--- config.mk ---
export PLATFORM = sky130hd
export DESIGN_NAME = colorDetect
export DESIGN_NICKNAME = d
export VERILOG_FILES = /design/src/colorPkg.sv /design/src/refSampler.sv /design/src/windowMatch.sv /design/src/hueClassifier.sv /design/src/frameTally.sv /design/src/colorDetect.sv
export SDC_FILE = /design/constraint.sdc
export NUM_CORES = 1
export LEC_CHECK = 0
export BUFFER_PORTS_ARGS = -buffer_cell sky130_fd_sc_hd__buf_2
export CORE_ASPECT_RATIO = 1.75
export CORE_MARGIN = 2
export CORE_UTILIZATION = 29
export DETAILED_ROUTE_END_ITERATION = 10
export MAX_ROUTING_LAYER = met4
export PLACE_DENSITY_LB_ADDON = 0.3
export SLEW_MARGIN = 10
export SYNTH_ARGS = -nofsm -noshare
export SYNTH_HDL_FRONTEND = slang
export SYNTH_SLANG_ARGS = --single-unit
--- constraint.sdc ---
create_clock -name CLK -period 9.95 [get_ports CLK]
set_input_delay 0.995 -clock CLK [delete_from_list [all_inputs] [get_ports CLK]]
set_output_delay 0.995 -clock CLK [all_outputs]
set_load 0.02 [all_outputs]
--- src/colorPkg.sv ---
`default_nettype none

package colorPkg;

	localparam int CHAN_W  = 10;
	localparam int COORD_W = 11;
	localparam int COUNT_W = 21; // Enough for a full 1280x1024 frame

	typedef struct packed {
		logic [CHAN_W-1:0] r;
		logic [CHAN_W-1:0] g;
		logic [CHAN_W-1:0] b;
	} rgbPixel_t;

	// One pixel on the stream, valid is a strobe
	typedef struct packed {
		logic               valid;
		logic [COORD_W-1:0] x;
		logic [COORD_W-1:0] y;
		rgbPixel_t          rgb;
	} pixelBeat_t;

	typedef struct packed {
		rgbPixel_t low;
		rgbPixel_t high;
	} colorWindow_t;

	// Also the bit order of the presence outputs
	typedef struct packed {
		logic red;
		logic yellow;
		logic green;
		logic window;
	} hueFlags_t;

	typedef struct packed {
		logic [COUNT_W-1:0] red;
		logic [COUNT_W-1:0] yellow;
		logic [COUNT_W-1:0] green;
		logic [COUNT_W-1:0] window;
	} frameCounts_t;

	localparam logic [CHAN_W-1:0]  CHAN_MAX = 10'd1023;
	localparam logic [CHAN_W-1:0]  TOL_BASE = 10'd85;
	localparam logic [COORD_W-1:0] CAL_X    = 11'd640; // Screen centre
	localparam logic [COORD_W-1:0] CAL_Y    = 11'd512;

	localparam rgbPixel_t HIGHLIGHT = '{r: CHAN_MAX, g: {CHAN_W{1'b0}}, b: CHAN_MAX}; // Magenta

	localparam logic [COUNT_W-1:0] MIN_PRESENT = 21'd16;

	// Classifier thresholds
	localparam logic [CHAN_W-1:0] RED_MIN       = 10'd256;
	localparam logic [CHAN_W-1:0] RED_OTHER_MAX = 10'd128;
	localparam logic [CHAN_W-1:0] YEL_RG_MIN    = 10'd256;
	localparam logic [CHAN_W-1:0] YEL_B_MAX     = 10'd128;
	localparam logic [CHAN_W-1:0] GRN_R_MAX     = 10'd100;
	localparam logic [CHAN_W-1:0] GRN_G_MIN     = 10'd140;
	localparam logic [CHAN_W-1:0] GRN_B_MAX     = 10'd256;

endpackage

`default_nettype wire

--- src/refSampler.sv ---
`timescale 1ns/1ns
`default_nettype none

module refSampler
(
	input  logic                    CLK,
	input  logic                    rst,
	input  colorPkg::pixelBeat_t    pixIn,
	input  logic                    calibrate,
	input  logic [4:0]              tolStep,
	output colorPkg::rgbPixel_t     refColor,
	output colorPkg::colorWindow_t  window
);

	colorPkg::rgbPixel_t refQ;
	logic [colorPkg::CHAN_W-1:0] tol;
	logic calHit;

	// Lower edge, floored at zero
	function automatic logic [colorPkg::CHAN_W-1:0] lowBound
	(
		input logic [colorPkg::CHAN_W-1:0] refVal,
		input logic [colorPkg::CHAN_W-1:0] tolVal
	);
		logic [colorPkg::CHAN_W-1:0] res;
		if (refVal <= tolVal)
			res = '0;
		else
			res = refVal - tolVal;
		return res;
	endfunction

	// Upper edge, capped at full scale
	function automatic logic [colorPkg::CHAN_W-1:0] highBound
	(
		input logic [colorPkg::CHAN_W-1:0] refVal,
		input logic [colorPkg::CHAN_W-1:0] tolVal
	);
		logic [colorPkg::CHAN_W-1:0] res;
		if (refVal >= colorPkg::CHAN_MAX - tolVal)
			res = colorPkg::CHAN_MAX;
		else
			res = refVal + tolVal;
		return res;
	endfunction

	assign calHit = pixIn.valid && calibrate
		&& (pixIn.x == colorPkg::CAL_X) && (pixIn.y == colorPkg::CAL_Y);

	// Base plus four per step, at most 209
	assign tol = colorPkg::TOL_BASE + {{(colorPkg::CHAN_W-7){1'b0}}, tolStep, 2'b00};

	always_ff @(posedge CLK)
	begin
		if (rst)
			refQ <= '0;
		else if (calHit)
			refQ <= pixIn.rgb; // Grab the centre pixel
	end

	assign refColor = refQ;

	always_comb
	begin
		window.low.r  = lowBound(refQ.r, tol);
		window.low.g  = lowBound(refQ.g, tol);
		window.low.b  = lowBound(refQ.b, tol);
		window.high.r = highBound(refQ.r, tol);
		window.high.g = highBound(refQ.g, tol);
		window.high.b = highBound(refQ.b, tol); // Blue from blue
	end

endmodule

`default_nettype wire

--- src/windowMatch.sv ---
`timescale 1ns/1ns
`default_nettype none

module windowMatch
(
	input  logic                    CLK,
	input  logic                    rst,
	input  colorPkg::pixelBeat_t    pixIn,
	input  colorPkg::colorWindow_t  window,
	input  logic                    highlightEn,
	output colorPkg::pixelBeat_t    pixOut,
	output logic                    inWindow
);

	logic match;
	logic validQ;
	logic inWindowQ;
	logic [colorPkg::COORD_W-1:0] xQ;
	logic [colorPkg::COORD_W-1:0] yQ;
	colorPkg::rgbPixel_t rgbQ;

	// Inclusive on both edges
	function automatic logic inRange
	(
		input logic [colorPkg::CHAN_W-1:0] val,
		input logic [colorPkg::CHAN_W-1:0] lo,
		input logic [colorPkg::CHAN_W-1:0] hi
	);
		return (val >= lo) && (val <= hi);
	endfunction

	assign match = inRange(pixIn.rgb.r, window.low.r, window.high.r)
		&& inRange(pixIn.rgb.g, window.low.g, window.high.g)
		&& inRange(pixIn.rgb.b, window.low.b, window.high.b);

	always_ff @(posedge CLK)
	begin
		if (rst)
		begin
			validQ    <= 1'b0;
			inWindowQ <= 1'b0;
		end
		else
		begin
			validQ    <= pixIn.valid;
			inWindowQ <= pixIn.valid && match; // No match on idle cycles
		end
	end

	always_ff @(posedge CLK)
	begin
		xQ <= pixIn.x;
		yQ <= pixIn.y;
		if (match && highlightEn)
			rgbQ <= colorPkg::HIGHLIGHT;
		else
			rgbQ <= pixIn.rgb;
	end

	assign pixOut   = '{valid: validQ, x: xQ, y: yQ, rgb: rgbQ};
	assign inWindow = inWindowQ;

endmodule

`default_nettype wire

--- src/hueClassifier.sv ---
`timescale 1ns/1ns
`default_nettype none

module hueClassifier
(
	input  logic                  CLK,
	input  logic                  rst,
	input  colorPkg::pixelBeat_t  pixIn,
	output colorPkg::hueFlags_t   hueFlags,
	output logic                  flagsValid
);

	logic [colorPkg::CHAN_W-1:0] r;
	logic [colorPkg::CHAN_W-1:0] g;
	logic [colorPkg::CHAN_W-1:0] b;
	logic [colorPkg::CHAN_W:0] gAndHalf; // One extra bit so nothing wraps
	logic [colorPkg::CHAN_W:0] twiceB;
	logic isRed;
	logic isYellow;
	logic isGreen;
	colorPkg::hueFlags_t flagsQ;
	logic validQ;

	assign r = pixIn.rgb.r;
	assign g = pixIn.rgb.g;
	assign b = pixIn.rgb.b;

	assign gAndHalf = {1'b0, g} + {2'b00, g[colorPkg::CHAN_W-1:1]};
	assign twiceB   = {b, 1'b0};

	// Strong red dominates both other channels
	assign isRed = (r > colorPkg::RED_MIN)
		&& (g <= colorPkg::RED_OTHER_MAX)
		&& (b <= colorPkg::RED_OTHER_MAX)
		&& ({1'b0, r} > gAndHalf)
		&& ({1'b0, r} > twiceB);

	assign isYellow = (r > colorPkg::YEL_RG_MIN)
		&& (g > colorPkg::YEL_RG_MIN)
		&& (b < colorPkg::YEL_B_MAX);

	assign isGreen = (r < colorPkg::GRN_R_MAX)
		&& (g > colorPkg::GRN_G_MIN)
		&& (b < colorPkg::GRN_B_MAX);

	always_ff @(posedge CLK)
	begin
		if (rst)
		begin
			flagsQ <= '0;
			validQ <= 1'b0;
		end
		else
		begin
			flagsQ <= '{
				red:    pixIn.valid && isRed,
				yellow: pixIn.valid && isYellow,
				green:  pixIn.valid && isGreen,
				window: 1'b0 // Filled in at the top
			};
			validQ <= pixIn.valid;
		end
	end

	assign hueFlags   = flagsQ;
	assign flagsValid = validQ;

endmodule

`default_nettype wire

--- src/frameTally.sv ---
`timescale 1ns/1ns
`default_nettype none

module frameTally
(
	input  logic                    CLK,
	input  logic                    rst,
	input  colorPkg::hueFlags_t     flags,
	input  logic                    flagsValid,
	input  logic                    frameEnd,
	output colorPkg::frameCounts_t  counts,
	output colorPkg::hueFlags_t     present,
	output logic                    tallyValid
);

	logic endQ; // Frame end, one cycle late
	colorPkg::frameCounts_t running;
	colorPkg::frameCounts_t countsQ;
	colorPkg::hueFlags_t presentNow;
	colorPkg::hueFlags_t presentQ;
	logic tallyQ;

	// Count up, stick at all ones
	function automatic logic [colorPkg::COUNT_W-1:0] satInc
	(
		input logic [colorPkg::COUNT_W-1:0] cnt,
		input logic                         hit
	);
		logic [colorPkg::COUNT_W-1:0] res;
		if (hit && (cnt != {colorPkg::COUNT_W{1'b1}}))
			res = cnt + {{(colorPkg::COUNT_W-1){1'b0}}, 1'b1};
		else
			res = cnt;
		return res;
	endfunction

	always_ff @(posedge CLK)
	begin
		if (rst)
			running <= '0;
		else if (endQ)
			running <= '0; // Fresh start for the next frame
		else if (flagsValid)
		begin
			running.red    <= satInc(running.red, flags.red);
			running.yellow <= satInc(running.yellow, flags.yellow);
			running.green  <= satInc(running.green, flags.green);
			running.window <= satInc(running.window, flags.window);
		end
	end

	always_comb
	begin
		presentNow.red    = running.red >= colorPkg::MIN_PRESENT;
		presentNow.yellow = running.yellow >= colorPkg::MIN_PRESENT;
		presentNow.green  = running.green >= colorPkg::MIN_PRESENT;
		presentNow.window = running.window >= colorPkg::MIN_PRESENT;
	end

	always_ff @(posedge CLK)
	begin
		if (rst)
		begin
			endQ     <= 1'b0;
			tallyQ   <= 1'b0;
			countsQ  <= '0;
			presentQ <= '0;
		end
		else
		begin
			endQ   <= frameEnd;
			tallyQ <= endQ;
			if (endQ)
			begin
				countsQ  <= running;
				presentQ <= presentNow;
			end
		end
	end

	assign counts     = countsQ;
	assign present    = presentQ;
	assign tallyValid = tallyQ;

endmodule

`default_nettype wire

--- src/colorDetect.sv ---
`timescale 1ns/1ns
`default_nettype none

module colorDetect
(
	input  logic                    CLK,
	input  logic                    rst,
	input  colorPkg::pixelBeat_t    pixIn,
	input  logic                    calibrate,
	input  logic                    highlightEn,
	input  logic [4:0]              tolStep,
	input  logic                    frameEnd,
	output colorPkg::rgbPixel_t     refColor,
	output colorPkg::pixelBeat_t    pixOut,
	output colorPkg::hueFlags_t     hueFlags,
	output colorPkg::frameCounts_t  counts,
	output colorPkg::hueFlags_t     present,
	output logic                    tallyValid
);

	colorPkg::colorWindow_t window;
	colorPkg::hueFlags_t classFlags;
	colorPkg::hueFlags_t mergedFlags;
	logic inWindow;
	logic flagsValid;

	refSampler sampler (
		.CLK(CLK), .rst(rst), .pixIn(pixIn), .calibrate(calibrate),
		.tolStep(tolStep), .refColor(refColor), .window(window)
	);

	// Both stages below are one cycle, so their outputs line up
	windowMatch matcher (
		.CLK(CLK), .rst(rst), .pixIn(pixIn), .window(window),
		.highlightEn(highlightEn), .pixOut(pixOut), .inWindow(inWindow)
	);

	hueClassifier classifier (
		.CLK(CLK), .rst(rst), .pixIn(pixIn),
		.hueFlags(classFlags), .flagsValid(flagsValid)
	);

	assign mergedFlags = '{
		red:    classFlags.red,
		yellow: classFlags.yellow,
		green:  classFlags.green,
		window: inWindow
	};

	frameTally tally (
		.CLK(CLK), .rst(rst), .flags(mergedFlags), .flagsValid(flagsValid),
		.frameEnd(frameEnd), .counts(counts), .present(present),
		.tallyValid(tallyValid)
	);

	assign hueFlags = mergedFlags;

endmodule

`default_nettype wire

* After elaboration in Yosys (flattened, before gate mapping)
Index checks and enable logic that the tools add are counted.
** Storage, ports and cells
- Register bits after elaboration :: 261
- Input port bits :: 63
- Output and inout port bits :: 176
- Word-level logic and storage cells :: 108
** Cells by class
- $add $sub $neg :: 13
- Magnitude comparators :: 26
- Eq/ne operators :: 6
- Mux-type cells :: 6
- Reduce and logical (&&, ||, !) cells :: 30
** Operators by type and width (count)
- adder 21 x 1 -> 21 bit (second input constant) :: 4
- greater-or-equal comparator 21 x 5 -> 1 bit (second input constant) :: 4
- inequality test 21 bit (second input constant) :: 4
- greater-or-equal comparator 10 bit :: 6
- less-or-equal comparator 10 bit :: 6
- two-way mux 10 bit :: 6
- adder 10 bit :: 3
- subtractor 10 bit :: 3
- logical AND 1 bit :: 25
- equality test 11 x 10 -> 1 bit (second input constant) :: 2
- > comparator 10 x 11 -> 1 bit :: 2
- > comparator 10 x 9 -> 1 bit (second input constant) :: 2
- less-or-equal comparator 10 x 8 -> 1 bit (second input constant) :: 2
- adder 10 x 9 -> 11 bit :: 1
- > comparator 10 x 8 -> 1 bit (second input constant) :: 1
- less-than comparator 10 x 7 -> 1 bit (second input constant) :: 1
- less-than comparator 10 x 8 -> 1 bit (second input constant) :: 1
- less-than comparator 10 x 9 -> 1 bit (second input constant) :: 1
- subtractor 10 bit (first input constant) :: 1
- adder 7 x 7 -> 8 bit (first input constant) :: 1
- AND reduction 2 bit :: 4
- OR reduction 2 bit :: 1

* Logic depth before layout (Yosys ltp)
Gate-level depths: netlist of the first run.
- Depth in word-level cells :: 9
- Gate-level depth with buffers :: 19
- Mapped depth without buffers :: 17

* Modules after synthesis
Synthesis of the first run repeated with hierarchy kept, for this count alone.
** Unflattened totals
- Cells, all modules :: 1780
- Area, all modules :: 15342.2 µm²
** By module, submodules not included
- frameTally :: instances 1, cells each 806, area each 7523.5 µm²
- refSampler :: instances 1, cells each 511, area each 3747.3 µm²
- windowMatch :: instances 1, cells each 298, area each 2798.9 µm²
- hueClassifier :: instances 1, cells each 164, area each 1265.0 µm²
- colorDetect :: instances 1, cells each 1, area each 7.5 µm²

* Worst setup path before layout of the first run
No wires, ideal clock.
- Path kind :: input port to flip-flop
- Start :: input tolStep[0]
- End :: register matcher.rgbQ (netlist bit matcher.pixOut[10])
- Arrival :: 4.854 ns
- Path slack :: 4.981 ns
- Stages :: 17
- Path buffers :: 2
- Path through :: ha_1 > o21ai_0 > xor2_1 > ha_1 > buf_4 > or4_4 > or4b_4 > a211o_4 > and2_4 > ha_1 > nor2b_1 > o21ai_0 > a31oi_1 > o21ai_0 > nand4_1 > clkbuf_1 > o21a_1
** On the way
- Word-level cells in the longest chain between the ends :: 9
- Elaborated cells on any way between the ends :: 32
- Those cells by class :: add/sub: 8; order compare: 12; mux: 6; reduce/logical: 6
** RTL lines
- start: declaration :: line colorDetect.sv:11 : input logic [4:0] tolStep,
- adder 7 x 7 -> 8 bit * :: line refSampler.sv:51 : assign tol = colorPkg::TOL_BASE + {{(colorPkg::CHAN_W-7){1'b0}}, tolStep, 2'b00};
- subtractor 10 bit :: line refSampler.sv:40 : if (refVal >= colorPkg::CHAN_MAX - tolVal)
- greater-or-equal comparator 10 bit :: line refSampler.sv:40
- two-way mux 10 bit :: line refSampler.sv:40
- less-or-equal comparator 10 bit :: line windowMatch.sv:29 : return (val >= lo) && (val <= hi);
- logical AND 1 bit :: line windowMatch.sv:29
- logical AND 1 bit :: line windowMatch.sv:33 : && inRange(pixIn.rgb.g, window.low.g, window.high.g)
- logical AND 1 bit * :: line windowMatch.sv:34 : && inRange(pixIn.rgb.b, window.low.b, window.high.b);
- logical AND 1 bit * :: line windowMatch.sv:54 : if (match && highlightEn)
- end signal: assignment :: line windowMatch.sv:55 : rgbQ <= colorPkg::HIGHLIGHT;
- end signal: assignment :: line windowMatch.sv:57 : rgbQ <= pixIn.rgb;
- end: declaration :: line windowMatch.sv:20 : colorPkg::rgbPixel_t rgbQ;
Mark *: on every way between the ends. The rest lies on a longest branch, timed or not.
A chain may end at the register's enable or synchronous reset.

* Final worst setup path of the first run
- Start :: input tolStep[0]
- End :: register matcher.rgbQ (netlist bit matcher.pixOut[12])
The elaborated chain is that of the path after synthesis.

==> results.md, run 1 <==
* PwrDens at 142 mW/mm2
* CTS tree: built
* Final-report setup violation count at 0
* Layout fillers at 5254
* Critical path's top delay family: compound AO/OA/AOI/OAI gates
* Mux contribution to synthesized area at under 10%
* Status: finished, final reports clean
* Synth Area in Simple Gates at 19.3%
* Synth warnings at 0
* Die W at 173 um
* Via count at approximately 12k
* Root buf cell: clkbuf_16
* Reg clk slew, reported paths at 0.06 ns
* RSZ-0062 raised after global routing: false
* Core region area at 0.0495 mm2
* Xor/xnor cell area share of the yosys netlist at 6.76%
* Layout net count at 2062
* Synth cell types at 65
* Worst path max stage delay at 0.76 ns
* FF+latch count, synth at 261
* Tmin final at roughly 5.7 ns
* DRC at 0
* # diodes at 0
* Synth Area in Compound Gates at 12.1%
* Synth-to-Final Area Change at 19.0%
* Critical path depth in cells at 16
* Max frequency at 0.174 GHz
* TritonRoute pass-1 iters at 5
* First-pass GRT wire length at roughly 72000 um
* Final period util at slightly below 60%
* Initial antenna violation count at 0
* Clock Sinks at 261
* WP data arrival at ~6.2 ns
* Asr flop ratio synth at 0%
* Synth Flop Type: dfxtp_1
* Startpoint type of the worst setup path: primary input
* Leak at 7.32 nW
* Setup TNS at 0 ns
* Post-Syn Instances at around 1.6k
* Most common cell after layout, fill and taps aside: dfxtp_1
* Synth Area per Inst at 8.88 um2
* Final Wtd Congestion at 0.986
* Total CTS buffers at 29
* Largest family of logic cells by synthesized area: simple AND/OR/NAND/NOR gates
* Worst-Skew Late Latency at about 0.57 ns
* Critical path class: in2reg
* Vias per cell at 4.92
* Number of global-route vias before repair at 12.4k
* Reg2Reg Depth at 14
* Slew @ Worst Pin at between 1 and 1.5 ns
* Type of the tightest min-delay check: reg2reg
* GR Util All Layers at about 18%
* Total grt overflow at 0
* Max VDD drop at 0.124 mV
* ANT nets after route at 0
* DIE HEIGHT at ~300 um
* Max-slew violations at 0
* Share of layout cells above drive strength 1 at between 10% and 20%
* Post-synth design cell area at 0.0145 mm2
* Clock Skew at 0.0174 ns
* Total of max-cap violations at 0
* Leading cell types in the layout, fill and taps excluded: 260 x dfxtp_1, 257 x nor2_1, 237 x buf_2, 160 x ha_1, 114 x mux2i_1
* Sequential fraction of the synthesis area at 36.0%
* Setup bufs post-CTS at 0
* Core Util, Final at 34.9%
* Synth Net Count at 1858
* Required @ worst endpoint at 10.41 ns
* Placement Rows at roughly 110
* Htree depth at 1
* Hold Path Cell Cnt at 2
* Port bufs at ~240
* Synth Area in Adders at 13.9%
* Final worst slack at roughly 4.2 ns
* Worst slack, placed at 3.51 ns
* Total power at 2.45 mW
* Slowest-stage cell, CP: a2111oi_0
* CP Max Fanout at 31
* Pin count of the biggest net entering global routing at 72
* Die area at 0.0519 mm2
* Setup crit end kind: flop
* DP HPWL at 36000 um
* Count of flip-flops with a built-in enable after synthesis at 0
* Starting Density at between 20 and 30%
* Final Hold Viols at 0
* Hold-fix buffers at CTS at 0
* Relative slew slack at 23.9%
* Post-CTS sizing at 0
* Routed WL at 46300 um
* Clock Path Buffers at 3
* WP buf/inv at 1
* Wire per inst at 18.4 um
* I/O pin count at 239
* CP cell instances: buf_2 > ha_1 > xnor2_1 > ha_1 > a21o_1 > a211oi_1 > o21ai_0 > and3_1 > nor2_1 > ha_1 > a21o_1 > a21o_1 > a2111oi_0 > o22ai_1 > a221o_1 > o21a_1
* Initial DRC count at 543
## stage by stage
stage	instances	hold WS, ns	area, um2
6_report	2520	0.485	17300
5_1_grt	2520	0.513	17300
4_1_cts	2520	0.489	17300
3_5_place_dp	2467	0.475	16300
3_3_place_gp	2467	0.467	16300
2_1_floorplan	1634	0.472	14500
## power breakdown
part	internal [mW]	switching [mW]	total, mW
registers	1.06	0.0101	1.07
clock network	0.647	0.455	1.10
logic	0.0971	0.180	0.277
total	1.80	0.645	2.45
## cells in the mapped netlist, types with 10 or more instances
cell	number	share of area [%]
a211oi_1	14	0.72
a21o_1	20	1.0
a21oi_1	71	2.4
a31oi_1	10	0.43
and3_1	12	0.52
and4_1	18	1.1
clkbuf_1	48	1.2
dfxtp_1	261	36
ha_1	160	14
inv_1	73	1.9
mux2i_1	114	7.9
nand2_1	74	1.9
nand2b_1	25	1.1
nand3_1	34	1.2
nand4_1	40	1.7
nor2_1	257	6.6
nor2b_1	18	0.78
nor3_1	28	0.97
nor4_1	23	0.99
o21a_1	15	0.78
o21ai_0	50	1.7
o21bai_1	28	1.4
xnor2_1	48	2.9
xor2_1	64	3.9
## final timing paths
| path | slack, ns | to | startpoint |
|---|---|---|---|
| setup / recovery | 4.22 | matcher.pixOut[12] | tolStep[0] |
| hold / removal | 0.48 | tally.present[0] | tally.present[0] |
| hold reg to reg | 0.48 | tally.present[0] | tally.present[0] |
| setup reg to reg | 4.79 | matcher.pixOut[12] | sampler.refColor[2] |
## cells by family (layout without fill, tap and decap cells)
logic type | after synthesis | after routing
compound gates | 266 | 266
xor+xnor | 112 | 112
fa+ha+maj | 161 | 161
buf+inv | 144 | 370
flops | 261 | 261
mux | 114 | 114
simple gates | 576 | 576
## registers in the layout (all words and copies together), names as in the netlist
signal / count
classifier.flagsValid: 1
tally.endQ: 1
matcher.yQ: 11
matcher.pixOut: 30
matcher.inWindow: 1
tally.tallyValid: 1
tally.counts: 84
classifier.hueFlags: 3
tally.running: 84
matcher.xQ: 11
tally.present: 4
sampler.refColor: 30
## worst register-to-register path: cells and delay by family (launching register included)
family	cells	cell delay, ns
adders and majority gates	2	0.73
DFF	1	0.58
AOI/OAI and AO/OA	12	3.77
## per-layer routing
layer  GRT usage [%]  vias to the layer above  wire, um
li1                -                     6139         -
met1            18.1                     5869     17400
met2            34.7                      288     25100
met3            2.01                       94      1730
met4            7.99                        0      2110
met5               -                        -         0
## layout make-up
| cell class | count | area [um2] | share of cell area [%] |
|---|---|---|---|
| Clock buffer | 42 | 855 | 4.95 |
| Clock inverter | 11 | 121 | 0.703 |
| Inverter | 73 | 274 | 1.59 |
| Multi-Input combinational cell | 1229 | 8720 | 50.5 |
| Sequential cell | 261 | 5230 | 30.3 |
| Tap cell | 660 | 826 | 4.78 |
| Timing Repair Buffer | 244 | 1240 | 7.18 |
Power figures use the tool's default switching activity.
==> run 2: changes to the inputs <==
==> constraint.sdc (replaced) <==
create_clock -name CLK -period 4.8 [get_ports CLK]
set_input_delay 0.48 -clock CLK [delete_from_list [all_inputs] [get_ports CLK]]
set_output_delay 0.48 -clock CLK [all_outputs]
set_load 0.02 [all_outputs]
==> run 2 against run 1 <==
  * Clock skew shrank 0.0023 ns
  * Register-to-register slack got worse by 4.5 ns
  * Core utilization grew 0.73 points
  * Via count is 0.37% higher
  * Final area grew 2.1%
  * Global-route usage shrank 0.088 points
  * Combinational power is 120% higher
  * Cell count up 1.5%
  * Clock-buffer cell count is 6 lower
  * Hold slack got worse by 0.44 ns
  * Sequential power rose by 110%
  * Flip-flop and latch count unchanged
  * Critical path type unchanged
  * Critical endpoint is now matcher.pixOut[13]
==> results.md, run 2 (synthesized netlist as in run 1, its figures left out) <==
* Status: finished, final reports clean
* Multi-input gate area at 0.00872 mm2 (unchanged)
* Die W at 173 um (unchanged)
* ANT nets after route at 0 (unchanged)
* Total power at 5.18 mW (+110%)
* Reg area at 0.00523 mm2 (unchanged)
* Busiest metal layer after global routing: met2
* Max frequency at ~0.22 GHz
* TritonRoute pass-1 iters at 5 (unchanged)
* Final period util at 95.9%
* Critical path class: in2reg
* Routed WL at 46300 um (about the same)
* Setup bufs post-CTS at 0 (unchanged)
* CP Max Fanout at 13 (-58%)
* Max VDD drop at 0.274 mV (+120%)
* Initial DRC count at 509 (-6.3%)
* Final-report setup violation count at 0 (unchanged)
* Type of the tightest min-delay check: in2reg
* Slew @ Worst Pin at 0.929 ns (-0.183 ns)
* Worst path max stage delay at 0.84 ns (+0.08 ns)
* Core region area at 0.0495 mm2 (unchanged)
* Layout net count at 2100 (+1.8%)
* Die area at 0.0519 mm2 (unchanged)
* RSZ-0062 raised after global routing: false
* Total of max-cap violations at 0 (unchanged)
* Worst hold slack at 0.0420 ns (-0.443 ns)
* Most common cell after layout, fill and taps aside: dfxtp_1
* Initial antenna violation count at 0 (unchanged)
* Placement Rows at 108 (unchanged)
* Post-CTS sizing at 0 (unchanged)
* Tmin final at 4.61 ns
* Root buf cell: clkbuf_16
* DIE HEIGHT at 300 um (unchanged)
* Startpoint type of the worst setup path: primary input
* Max-slew violations at 0 (unchanged)
* Crit path top cell by count: a21o_1
* First-pass GRT wire length at 71200 um (-0.73%)
* Wire per inst at 18.1 um (-1.4%)
* Net Switching at 1.35 mW (+110%)
* Final Hold Viols at 0 (unchanged)
* DP HPWL at 36500 um (+1.4%)
* FF-to-FF Start: sampler.refColor[2]
* Switching part of the total at 26.0% (-0.31 points)
* PwrDens at 294 mW/mm2 (+110%)
* Total grt overflow at 0 (unchanged)
* Slowest-stage cell, CP: a2111oi_0
* # diodes at 0 (unchanged)
* Starting Density at 29.3% (unchanged)
* Reg clk slew, reported paths at 0.06 ns (about the same)
* Clock power frac at 45.4% (+0.4 points)
* Beginning of the critical path: tolStep[0]
* Sequential power share at 42.8% (-0.9 points)
* Clock Path Buffers at 3 (unchanged)
* Grt met2 use at 34.8% (+0.13 points)
* CTS tree: built
* DRC at 0 (unchanged)
* GR Util met1 at 17.7% (-0.40 points)
* Clock Sinks at 261 (unchanged)
* Synth-to-Final Area Change at 21.5%
* Share of layout cells above drive strength 1 at 18.6% (+1.8 points)
* Port bufs at 238 (unchanged)
* Pin count of the biggest net entering global routing at 78 (+8.3%)
* Logic pwr share at 11.9% (+0.6 points)
* Beginning of the worst hold path: pixIn[50]
* Hold-fix buffers at CTS at 0 (unchanged)
* Clock Skew at 0.0150 ns (-0.00233 ns)
* Relative slew slack at 36.5% (+13 points)
* Setup crit end kind: flop
* Total CTS buffers at 28 (-3.4%)
* Met3 Use GR at 2.49% (+0.48 points)
* Htree depth at 1 (unchanged)
* Leading cell types in the layout, fill and taps excluded: 260 x dfxtp_1, 257 x nor2_1, 237 x buf_2, 160 x ha_1, 114 x mux2i_1
* Vias per cell at 4.86 (-1.1%)
* Worst-Skew Late Latency at 0.55 ns (-0.02 ns)
* Required @ worst endpoint at 5.25 ns (-5.16 ns)
* Internal power at 3.83 mW (+110%)
* WP data arrival at 5.05 ns (-1.15 ns)
* CP cell instances: buf_2 > ha_1 > ha_1 > a21o_1 > a21o_1 > a211oi_1 > o21ai_0 > and3_1 > nor2_1 > ha_1 > a21o_1 > a21o_1 > a2111oi_0 > buf_4 > o22ai_1 > a221o_1 > buf_4 > o21a_1
* Layout fillers at 5186 (-1.3%)
* I/O pin count at 239 (unchanged)
* Via count at 12.4k (+0.37%)
* GR Util All Layers at 17.9% (-0.088 points)
* Final Wtd Congestion at 0.937 (-5.0%)
* Number of global-route vias before repair at 12.4k (-0.056%)
* Leak at 7.53 nW (+2.9%)
[run 2: area by class of cell]
type | instances | share of cell area, %
Tap cell | 660 | 4.69
Sequential cell | 261 | 29.7
Clock inverter | 15 | 1.17
Clock buffer | 36 | 4.55
Timing Repair Buffer | 283 | 8.90
Multi-Input combinational cell | 1229 | 49.5
Inverter | 73 | 1.55
[run 2: critical path: cells and delay by family]
kind            cells  cell delay, ns
buf+inv             3            0.55
compound gates     10            2.46
simple gates        2            0.44
fa+ha+maj           3            1.11
[run 2: layer usage]
layer	wire length [um]	share of wire, %
met1	17300	37
met2	25400	55
met3	1880	4.0
met4	1810	3.9
met5	0	0
[run 2: power by group through the flow]
stage                     registers [mW]  logic, mW  clock network [mW]
after floorplan                     2.29      0.334                   0
after global placement              2.26      0.605                   0
after detailed placement            2.26      0.617                   0
after CTS                           2.21      0.620                2.43
after global routing                2.22      0.672                2.51
final                               2.21      0.613                2.35
[run 2: worst paths after layout]
kind	endpoint	slack, ns	cells after the start
worst max register to register	matcher.pixOut[13]	0.34	17
worst max-delay path	matcher.pixOut[13]	0.19	18
worst min register to register	tally.counts[52]	0.49	2
worst min-delay path	matcher.xQ[9]	0.04	1
[run 2: through the flow]
stage               setup WS [ns]  util, %  std cells  area, um2  TNS, ns
global route               0.0400     35.6       2557      17600        0
detailed placement         -0.337     33.6       2506      16600    -8.32
CTS                         0.260     35.6       2557      17600        0
global placement           -0.233     33.6       2506      16600    -5.34
floorplan                   0.346        -       1634      14500        0
finish                      0.194     35.6       2557      17600        0
